`src/logic/Cpu6502Pkg.sv`:
```
/* 6502 execute datapath types */
package Cpu6502Pkg;

    // Data byte carried by registers, operands and the ALU result
    typedef logic [7:0] byte_t;

    typedef enum logic [3:0] {
        ALU_OP_AND    = 4'd0,
        ALU_OP_OR     = 4'd1,
        ALU_OP_EOR    = 4'd2,
        ALU_OP_ADC    = 4'd3,
        ALU_OP_SBC    = 4'd4,
        ALU_OP_ADD    = 4'd5,
        ALU_OP_SUB    = 4'd6,
        ALU_OP_BIT    = 4'd7,
        ALU_OP_CMP    = 4'd8,
        ALU_OP_SETBIT = 4'd9,
        ALU_OP_CLRBIT = 4'd10,
        ALU_OP_SGL    = 4'd11
    } aluOp_t;

    // Single operand operations, selected by the extension field of ALU_OP_SGL
    typedef enum logic [2:0] {
        ALU_SOP_ASL    = 3'd0,
        ALU_SOP_LSR    = 3'd1,
        ALU_SOP_ROL    = 3'd2,
        ALU_SOP_ROR    = 3'd3,
        ALU_SOP_TEST_N = 3'd4,
        ALU_SOP_TEST_C = 3'd5,
        ALU_SOP_TEST_V = 3'd6,
        ALU_SOP_TEST_Z = 3'd7
    } aluSop_t;

    typedef enum logic [1:0] {
        REG_A = 2'd0,
        REG_X = 2'd1,
        REG_Y = 2'd2,
        REG_P = 2'd3
    } regSel_t;

    typedef enum logic [2:0] {
        DEST_NONE = 3'd0,
        DEST_A    = 3'd1,
        DEST_X    = 3'd2,
        DEST_Y    = 3'd3,
        DEST_P    = 3'd4
    } destSel_t;

    typedef struct packed {
        logic updNZ;
        logic updC;
        logic updV;
    } flagMask_t;

    typedef struct packed {
        aluOp_t     aluOp;
        logic [2:0] opExt;
        regSel_t    srcA;
        destSel_t   dest;
        flagMask_t  flagMask;
    } microOp_t;

    typedef struct packed {
        logic carry;
        logic zero;
        logic negative;
        logic overflow;
        logic branchCondition;
    } aluFlags_t;

    localparam int unsigned C_BIT_IN_P = 0;
    localparam int unsigned Z_BIT_IN_P = 1;
    localparam int unsigned I_BIT_IN_P = 2;
    localparam int unsigned D_BIT_IN_P = 3;
    // Bit 5 has no function and always reads as one
    localparam int unsigned U_BIT_IN_P = 5;
    localparam int unsigned V_BIT_IN_P = 6;
    localparam int unsigned N_BIT_IN_P = 7;

    localparam byte_t P_RESET = 8'h20;

endpackage

```
`src/logic/Cpu6502Alu.sv`:
```
/* 6502 arithmetic and logic unit */
module Cpu6502Alu (
    input  Cpu6502Pkg::byte_t     operandA,
    input  Cpu6502Pkg::byte_t     operandB,
    input  logic                  carryIn,
    input  logic                  overflowIn,
    input  logic                  decimalMode,
    input  Cpu6502Pkg::aluOp_t    operation,
    input  logic [2:0]            opExtension,
    output Cpu6502Pkg::byte_t     result,
    output Cpu6502Pkg::aluFlags_t flags
);
    import Cpu6502Pkg::*;

    logic       subtract;
    logic       withCarry;
    logic       decimalAdj;
    logic       adderCarryIn;
    byte_t      addend2;
    logic [4:0] rawSumL;
    logic [4:0] rawSumH;
    logic       halfCarry;
    logic       fullCarry;
    byte_t      finalSum;
    logic       adderOverflow;
    logic       negFromB;

    // Adds 6 to a nibble after a decimal carry on add, or 10 (which is -6) after a
    // borrow on subtract
    function automatic logic [3:0] bcdAdjust(
        input logic [3:0] rawNibble,
        input logic       nibbleCarry,
        input logic       enable,
        input logic       isSub
    );
        logic [3:0] adjusted;
        adjusted = rawNibble;
        if (enable && !isSub && nibbleCarry) begin
            adjusted = rawNibble + 4'd6;
        end else if (enable && isSub && !nibbleCarry) begin
            adjusted = rawNibble + 4'd10;
        end
        return adjusted;
    endfunction

    assign subtract   = operation inside {ALU_OP_SBC, ALU_OP_SUB, ALU_OP_CMP};
    assign withCarry  = (operation == ALU_OP_ADC) || (operation == ALU_OP_SBC);
    assign decimalAdj = decimalMode & withCarry;

    // ADD adds nothing extra, while SUB and CMP add one so that they give a true A - B
    assign adderCarryIn = withCarry ? carryIn :
                          ((operation == ALU_OP_SUB) || (operation == ALU_OP_CMP));

    assign addend2 = subtract ? ~operandB : operandB;

    // The nibble adders chain through a carry that also fires on a decimal digit above 9
    assign rawSumL   = {1'b0, operandA[3:0]} + {1'b0, addend2[3:0]} + {4'd0, adderCarryIn};
    assign halfCarry = rawSumL[4] | (decimalAdj & ~subtract & (rawSumL[3:0] > 4'd9));
    assign rawSumH   = {1'b0, operandA[7:4]} + {1'b0, addend2[7:4]} + {4'd0, halfCarry};
    assign fullCarry = rawSumH[4] | (decimalAdj & ~subtract & (rawSumH[3:0] > 4'd9));

    assign finalSum = {bcdAdjust(rawSumH[3:0], fullCarry, decimalAdj, subtract),
                       bcdAdjust(rawSumL[3:0], halfCarry, decimalAdj, subtract)};

    // Carry into bit 7 differs from carry out of bit 7
    assign adderOverflow = operandA[7] ^ addend2[7] ^ rawSumH[3] ^ rawSumH[4];

    always_comb begin
        result                = '0;
        flags.carry           = carryIn;
        flags.overflow        = overflowIn;
        flags.branchCondition = 1'b0;
        negFromB              = 1'b0;

        case (operation)
            ALU_OP_AND: result = operandA & operandB;
            ALU_OP_OR:  result = operandA | operandB;
            ALU_OP_EOR: result = operandA ^ operandB;
            ALU_OP_ADC, ALU_OP_SBC: begin
                result                = finalSum;
                flags.carry           = fullCarry;
                flags.overflow        = adderOverflow;
                flags.branchCondition = fullCarry;
            end
            ALU_OP_ADD, ALU_OP_SUB: begin
                // Address style arithmetic whose carry only reaches the branch condition
                result                = finalSum;
                flags.branchCondition = fullCarry;
            end
            ALU_OP_BIT: begin
                result         = operandA & operandB;
                flags.overflow = operandB[6];
                negFromB       = 1'b1;
            end
            ALU_OP_CMP: begin
                result      = finalSum;
                flags.carry = fullCarry;
                negFromB    = 1'b1;
            end
            ALU_OP_SETBIT: result = operandA | (8'd1 << opExtension);
            ALU_OP_CLRBIT: result = operandA & ~(8'd1 << opExtension);
            ALU_OP_SGL: begin
                case (aluSop_t'(opExtension))
                    ALU_SOP_ASL: begin
                        result      = {operandA[6:0], 1'b0};
                        flags.carry = operandA[7];
                    end
                    ALU_SOP_LSR: begin
                        result      = {1'b0, operandA[7:1]};
                        flags.carry = operandA[0];
                    end
                    ALU_SOP_ROL: begin
                        result      = {operandA[6:0], carryIn};
                        flags.carry = operandA[7];
                    end
                    ALU_SOP_ROR: begin
                        result      = {carryIn, operandA[7:1]};
                        flags.carry = operandA[0];
                    end
                    // Tests pass operand A through and pick one of its P bits
                    ALU_SOP_TEST_N: begin
                        result                = operandA;
                        flags.branchCondition = operandA[N_BIT_IN_P];
                    end
                    ALU_SOP_TEST_C: begin
                        result                = operandA;
                        flags.branchCondition = operandA[C_BIT_IN_P];
                    end
                    ALU_SOP_TEST_V: begin
                        result                = operandA;
                        flags.branchCondition = operandA[V_BIT_IN_P];
                    end
                    ALU_SOP_TEST_Z: begin
                        result                = operandA;
                        flags.branchCondition = operandA[Z_BIT_IN_P];
                    end
                    default: result = '0;
                endcase
            end
            default: result = '0;
        endcase

        flags.zero     = ~|result;
        flags.negative = negFromB ? operandB[7] : result[7];
    end

endmodule

```
`src/logic/Cpu6502ExecUnit.sv`:
```
/* 6502 execute datapath */
module Cpu6502ExecUnit (
    input  logic                 clk,
    input  logic                 rstN,
    input  logic                 execute,
    input  Cpu6502Pkg::microOp_t uop,
    input  Cpu6502Pkg::byte_t    dataIn,
    output Cpu6502Pkg::byte_t    regA,
    output Cpu6502Pkg::byte_t    regX,
    output Cpu6502Pkg::byte_t    regY,
    output Cpu6502Pkg::byte_t    regP,
    output logic                 branchTaken
);
    import Cpu6502Pkg::*;

    byte_t     operandA;
    byte_t     aluResult;
    aluFlags_t aluFlags;

    Cpu6502RegFile regFile (
        .clk      (clk),
        .rstN     (rstN),
        .execute  (execute),
        .srcA     (uop.srcA),
        .dest     (uop.dest),
        .result   (aluResult),
        .regP     (regP),
        .operandA (operandA),
        .regA     (regA),
        .regX     (regX),
        .regY     (regY)
    );

    Cpu6502StatusReg statusReg (
        .clk      (clk),
        .rstN     (rstN),
        .execute  (execute),
        .dest     (uop.dest),
        .flagMask (uop.flagMask),
        .result   (aluResult),
        .flags    (aluFlags),
        .regP     (regP)
    );

    // Carry, overflow and decimal mode come straight from the current P
    Cpu6502Alu alu (
        .operandA    (operandA),
        .operandB    (dataIn),
        .carryIn     (regP[C_BIT_IN_P]),
        .overflowIn  (regP[V_BIT_IN_P]),
        .decimalMode (regP[D_BIT_IN_P]),
        .operation   (uop.aluOp),
        .opExtension (uop.opExt),
        .result      (aluResult),
        .flags       (aluFlags)
    );

    always_ff @(posedge clk or negedge rstN) begin
        if (!rstN) begin
            branchTaken <= 1'b0;
        end else if (execute) begin
            branchTaken <= aluFlags.branchCondition;
        end
    end

endmodule

```
`src/logic/Cpu6502RegFile.sv`:
```
/* A, X and Y registers */
module Cpu6502RegFile (
    input  logic                 clk,
    input  logic                 rstN,
    input  logic                 execute,
    input  Cpu6502Pkg::regSel_t  srcA,
    input  Cpu6502Pkg::destSel_t dest,
    input  Cpu6502Pkg::byte_t    result,
    input  Cpu6502Pkg::byte_t    regP,
    output Cpu6502Pkg::byte_t    operandA,
    output Cpu6502Pkg::byte_t    regA,
    output Cpu6502Pkg::byte_t    regX,
    output Cpu6502Pkg::byte_t    regY
);
    import Cpu6502Pkg::*;

    // Operand A source mux, where P comes from the status register
    always_comb begin
        case (srcA)
            REG_A:   operandA = regA;
            REG_X:   operandA = regX;
            REG_Y:   operandA = regY;
            REG_P:   operandA = regP;
            default: operandA = '0;
        endcase
    end

    always_ff @(posedge clk or negedge rstN) begin
        if (!rstN) begin
            regA <= '0;
            regX <= '0;
            regY <= '0;
        end else if (execute) begin
            case (dest)
                DEST_A: regA <= result;
                DEST_X: regX <= result;
                DEST_Y: regY <= result;
                // DEST_P and DEST_NONE leave the working registers alone
                default: begin
                    regA <= regA;
                    regX <= regX;
                    regY <= regY;
                end
            endcase
        end
    end

endmodule

```
`src/logic/Cpu6502StatusReg.sv`:
```
/* Processor status register */
module Cpu6502StatusReg (
    input  logic                  clk,
    input  logic                  rstN,
    input  logic                  execute,
    input  Cpu6502Pkg::destSel_t  dest,
    input  Cpu6502Pkg::flagMask_t flagMask,
    input  Cpu6502Pkg::byte_t     result,
    input  Cpu6502Pkg::aluFlags_t flags,
    output Cpu6502Pkg::byte_t     regP
);
    import Cpu6502Pkg::*;

    byte_t pNext;

    always_comb begin
        pNext = regP;

        if (dest == DEST_P) begin
            // A whole byte write is the only way to change I and D
            pNext             = result;
            pNext[U_BIT_IN_P] = 1'b1;
        end else begin
            if (flagMask.updNZ) begin
                pNext[N_BIT_IN_P] = flags.negative;
                pNext[Z_BIT_IN_P] = flags.zero;
            end
            if (flagMask.updC) begin
                pNext[C_BIT_IN_P] = flags.carry;
            end
            if (flagMask.updV) begin
                pNext[V_BIT_IN_P] = flags.overflow;
            end
        end
    end

    always_ff @(posedge clk or negedge rstN) begin
        if (!rstN) begin
            regP <= P_RESET;
        end else if (execute) begin
            regP <= pNext;
        end
    end

endmodule

```
`config.mk`:
```
export PLATFORM = sky130hd
export DESIGN_NAME = Cpu6502ExecUnit
export DESIGN_NICKNAME = d
export VERILOG_FILES = /design/src/logic/Cpu6502Pkg.sv /design/src/logic/Cpu6502Alu.sv /design/src/logic/Cpu6502ExecUnit.sv /design/src/logic/Cpu6502RegFile.sv /design/src/logic/Cpu6502StatusReg.sv
export SDC_FILE = /design/constraint.sdc
export NUM_CORES = 1
export LEC_CHECK = 0
export CORE_MARGIN = 5
export CORE_UTILIZATION = 45
export CTS_CLUSTER_SIZE = 28
export DETAILED_ROUTE_END_ITERATION = 10
export DONT_BUFFER_PORTS = 1
export PLACE_DENSITY = 0.68
export SLEW_MARGIN = 20
export SYNTH_ARGS = -nofsm -noshare
export SYNTH_HDL_FRONTEND = slang
export SYNTH_SLANG_ARGS = --single-unit
```
`constraint.sdc`:
```
create_clock -name clk -period 8.95 [get_ports clk]
set_input_delay 0.4475 -clock clk [delete_from_list [all_inputs] [get_ports clk]]
set_output_delay 0.4475 -clock clk [all_outputs]
set_load 0.02 [all_outputs]
```
==> summary.txt <==
Synth
  – Netlist Area Pre-Place: about 3400 µm²
  – Post-synth net total: around 450
  – Post-synth EDFFs: 0
  – Largest family of logic cells by synthesized area: simple AND/OR/NAND/NOR gates
  – Synthesized area per cell: approximately 8.2 µm²
  – Dominant synthesized flop cell: dfrtp_1
  – Simple-gate area share of the yosys netlist: approximately a quarter
  – Register area share after synthesis: a little under a quarter
  – Mux share of post-synthesis cell area: about an eighth
  – Yosys top cell by area: dfrtp_1
  – Top cells by count, synth: nor2_1 (42), a21oi_1 (38), dfrtp_1 (32), nand2_1 (29), inv_1 (20)
  – Yosys reg bits: 32
  – Synth top area share: a little under a quarter
  – Synth Area in XOR/XNOR: about 3.6%
  – YS warnings: 0
  – Ys async rst share: 100%
  – Dominant cells by area after synthesis: dfrtp_1 (23%), a21oi_1 (5.6%), mux4_2 (4.6%)
  – Compound-gate portion of the synthesized area: 22.9%
  – Top-count cell post-synth: nor2_1
  – Cell count after synthesis: between 400 and 500
  – Area share of fa/ha/maj cells after synthesis: under 10%
  – Synth unique cells: 76

Floorplanning
  – Core Area: approximately 7300 µm²
  – Chip width: ~97 µm
  – Starting Density: about 47%
  – I/O pin count: a little under 60
  – Die Area: about 9400 µm²
  – Die height: approximately 97 µm
  – Number of placement rows: 31

Timing
  – Slew headroom: between 30% and 40%
  – Achievable frequency: 162 MHz
  – Worst Tran Pin Value: roughly 0.94 ns
  – RSZ-0062 raised after global routing: no
  – Fin. max-slew vios: 0
  – Final hold slack: ~0.24 ns
  – # setup viols final: 0
  – Clock skew: between 0.007 and 0.008 ns
  – Fin crit share: between 60% and 70%
  – Post-Route Setup TNS: 0 ns
  – Fin. Hold Viols: 0
  – Final min period: 6.19 ns

Critical path
  – Crit path DAT: between 6 and 7 ns
  – Crit path top cell by count: fa_1
  – Critical path required time: roughly 9.1 ns
  – Critical path capture point type: flip-flop
  – CP Cell Sequence: nor2b_1, nand2b_1, a21oi_1, xor2_1, fa_1, inv_1, fa_1, nand2_1, or4b_4, or2b_1, fa_1, inv_1, fa_1, xnor2_1, inv_1, ha_1, or3_1, nor3_1, o21a_1, o31a_1, mux2i_1, mux2_2
  – CP peak stage delay: 0.75 ns
  – Slowest-stage cell, CP: a21oi_1
  – CP Launch Type: input pin
  – WS Path Type: input pin to flip-flop
  – Crit-path max FO: 32

GRT
  – Initial antenna violation count: 0
  – Global Route Usage Sum: between 20% and 30%
  – Vias in the first global route: 3069
  – First-pass GRT wire length: 16400 µm
  – Pin count of the biggest net entering global routing: 33
  – Grt total ovfl: 0

Clock network
  – # H-tree levels: 2
  – PostCTS Resize Cnt: 0
  – Clock Sinks: 32
  – Clock Latency Late Sink: between 0.2 and 0.3 ns
  – Post-CTS setup buffer count: 0
  – Cts bufs inserted: 5
  – Root Driver: clkbuf_8
  – CTS Buffer Depth: 2
  – Hold Buf Count CTS: 2
  – Clock transition at path regs: 0.07 ns
  – TritonCTS clock tree: built

Placement
  – Placed insts: 483
  – Port bufs: 0
  – GP Congestion: 0.983
  – Post-DP HPWL: 7880 µm
  – DP Area: about 3400 µm²

Drt
  – Drt pass-1 iters: 5
  – 1st-iter DRT viols: 374
  – Final WL: 10300 µm
  – Via-per-instance ratio: 6.42
  – Per-cell routed wire length: around 21 µm
  – DRT antenna net count: 0
  – Via count: 3163
  – Drc violations: 0

Pwr
  – Reg power frac: 33.4%
  – Comb power frac: roughly 52%
  – Clock share of power: between 10% and 20%
  – Switching share of power: 49.1%
  – Peak VDD IR: about 0.19 mV
  – Internal: between 0.5 and 0.6 mW
  – Pleak: approximately 1.4 nW
  – Power Dens Cells: 289 nW/µm²
  – NetSw: between 0.5 and 0.6 mW

Outcome
  – Status: complete, no violations

Final layout
  – Fill cells: 702
  – Final core utilization: roughly half
  – Design area: 3550 µm²
  – Nets: about 430
  – Layout cells sized above 1: 10.9%
  – # diodes: 0
  – Area Overhead vs Synth: 4.15%
  – Final non-filler cell total: 493

Job
  – Number of max-cap violations: 0

Min path
  – Min-Delay Path Class: input pin to flip-flop
worst paths after layout:
kind | start | to | slack (ns) | depth (start not counted)
min | execute | branchTaken$_DFFE_PN0P_ | 0.24 | 1
max in group asynchronous | rstN | regFile.regY[4]$_DFFE_PN0P_ | 8.16 | 2
max | uop[14] | statusReg.regP[7]$_DFFE_PN0P_ | 2.76 | 22
max reg2reg | statusReg.regP[0]$_DFFE_PN0P_ | statusReg.regP[7]$_DFFE_PN0P_ | 3.15 | 19
min reg2reg | branchTaken$_DFFE_PN0P_ | branchTaken$_DFFE_PN0P_ | 0.66 | 2
min in group asynchronous | rstN | regFile.regY[3]$_DFFE_PN0P_ | 0.61 | 2
flip-flops by register name (all words and copies together), names as in the netlist:
| register | count |
|---|---|
| branchTaken | 1 |
| regFile.regA | 8 |
| regFile.regX | 8 |
| regFile.regY | 8 |
| statusReg.regP | 7 |
area by class of cell:
class / instances / area [µm²] / share of cell area, %
timing repair buffer: 3 / 37.5 / 1.06
multi-input combinational: 330 / 2380 / 67.1
clock buffer: 7 / 96.3 / 2.71
inverter: 21 / 78.8 / 2.22
tap: 99 / 124 / 3.49
sequential: 32 / 801 / 22.6
clock inverter: 1 / 30.0 / 0.846
power by group through the flow:
stage | logic, mW | clock network [mW] | registers [mW]
after floorplan | 0.432 | 0 | 0.309
after global placement | 0.512 | 0 | 0.346
after detailed placement | 0.518 | 0 | 0.347
after CTS | 0.527 | 0.154 | 0.345
after global routing | 0.593 | 0.161 | 0.354
final | 0.534 | 0.150 | 0.343
cells in the final DEF, fill, tap and decap left out, drive strengths merged, types with 7 or more instances in the layout:
cell type	netlist	layout
inv	21	21
a211oi	7	7
nor2b	9	9
mux2	10	10
nand3	16	16
nor3	10	10
clkbuf	15	7
ha	10	10
nand2	30	30
xor2	9	9
dfrtp	32	32
o21ai	20	20
mux4	7	7
a21oi	38	38
mux2i	13	13
nor2	42	42
through the flow:
stage	worst slack, ns	total power [mW]
final	2.76	1.03
after global routing	2.28	1.11
after CTS	2.81	1.03
after detailed placement	2.54	0.866
after global placement	2.79	0.858
after floorplan	3.00	0.741
per-layer routing:
layer  GRT usage (%)  share of wire, %  vias to the layer above
met4            7.56               3.0                        0
met1            28.1                41                     1490
met3            6.19                10                       27
li1                -                 -                     1475
met5               0                 0                        -
met2            33.5                46                      171
worst max-delay path: cells and delay by family:
kind / cells / cell delay [ns]
simple gates: 7 / 1.78
buf+inv: 3 / 0.25
xor+xnor: 2 / 0.57
mux: 2 / 0.37
compound gates: 3 / 1.13
fa+ha+maj: 5 / 1.78
cells by family (layout without fill, tap and decap cells):
group                    count (synthesis)  count (layout)
adder cells (fa/ha/maj)                 14              14
AND/OR/NAND/NOR                        157             157
flip-flops                              32              32
buffers and inverters                   52              32
AO/OA/AOI/OAI                          114             114
XOR/XNOR                                14              14
multiplexers                            30              30
other                                    1               1
(Power assumes the default switching activity.)
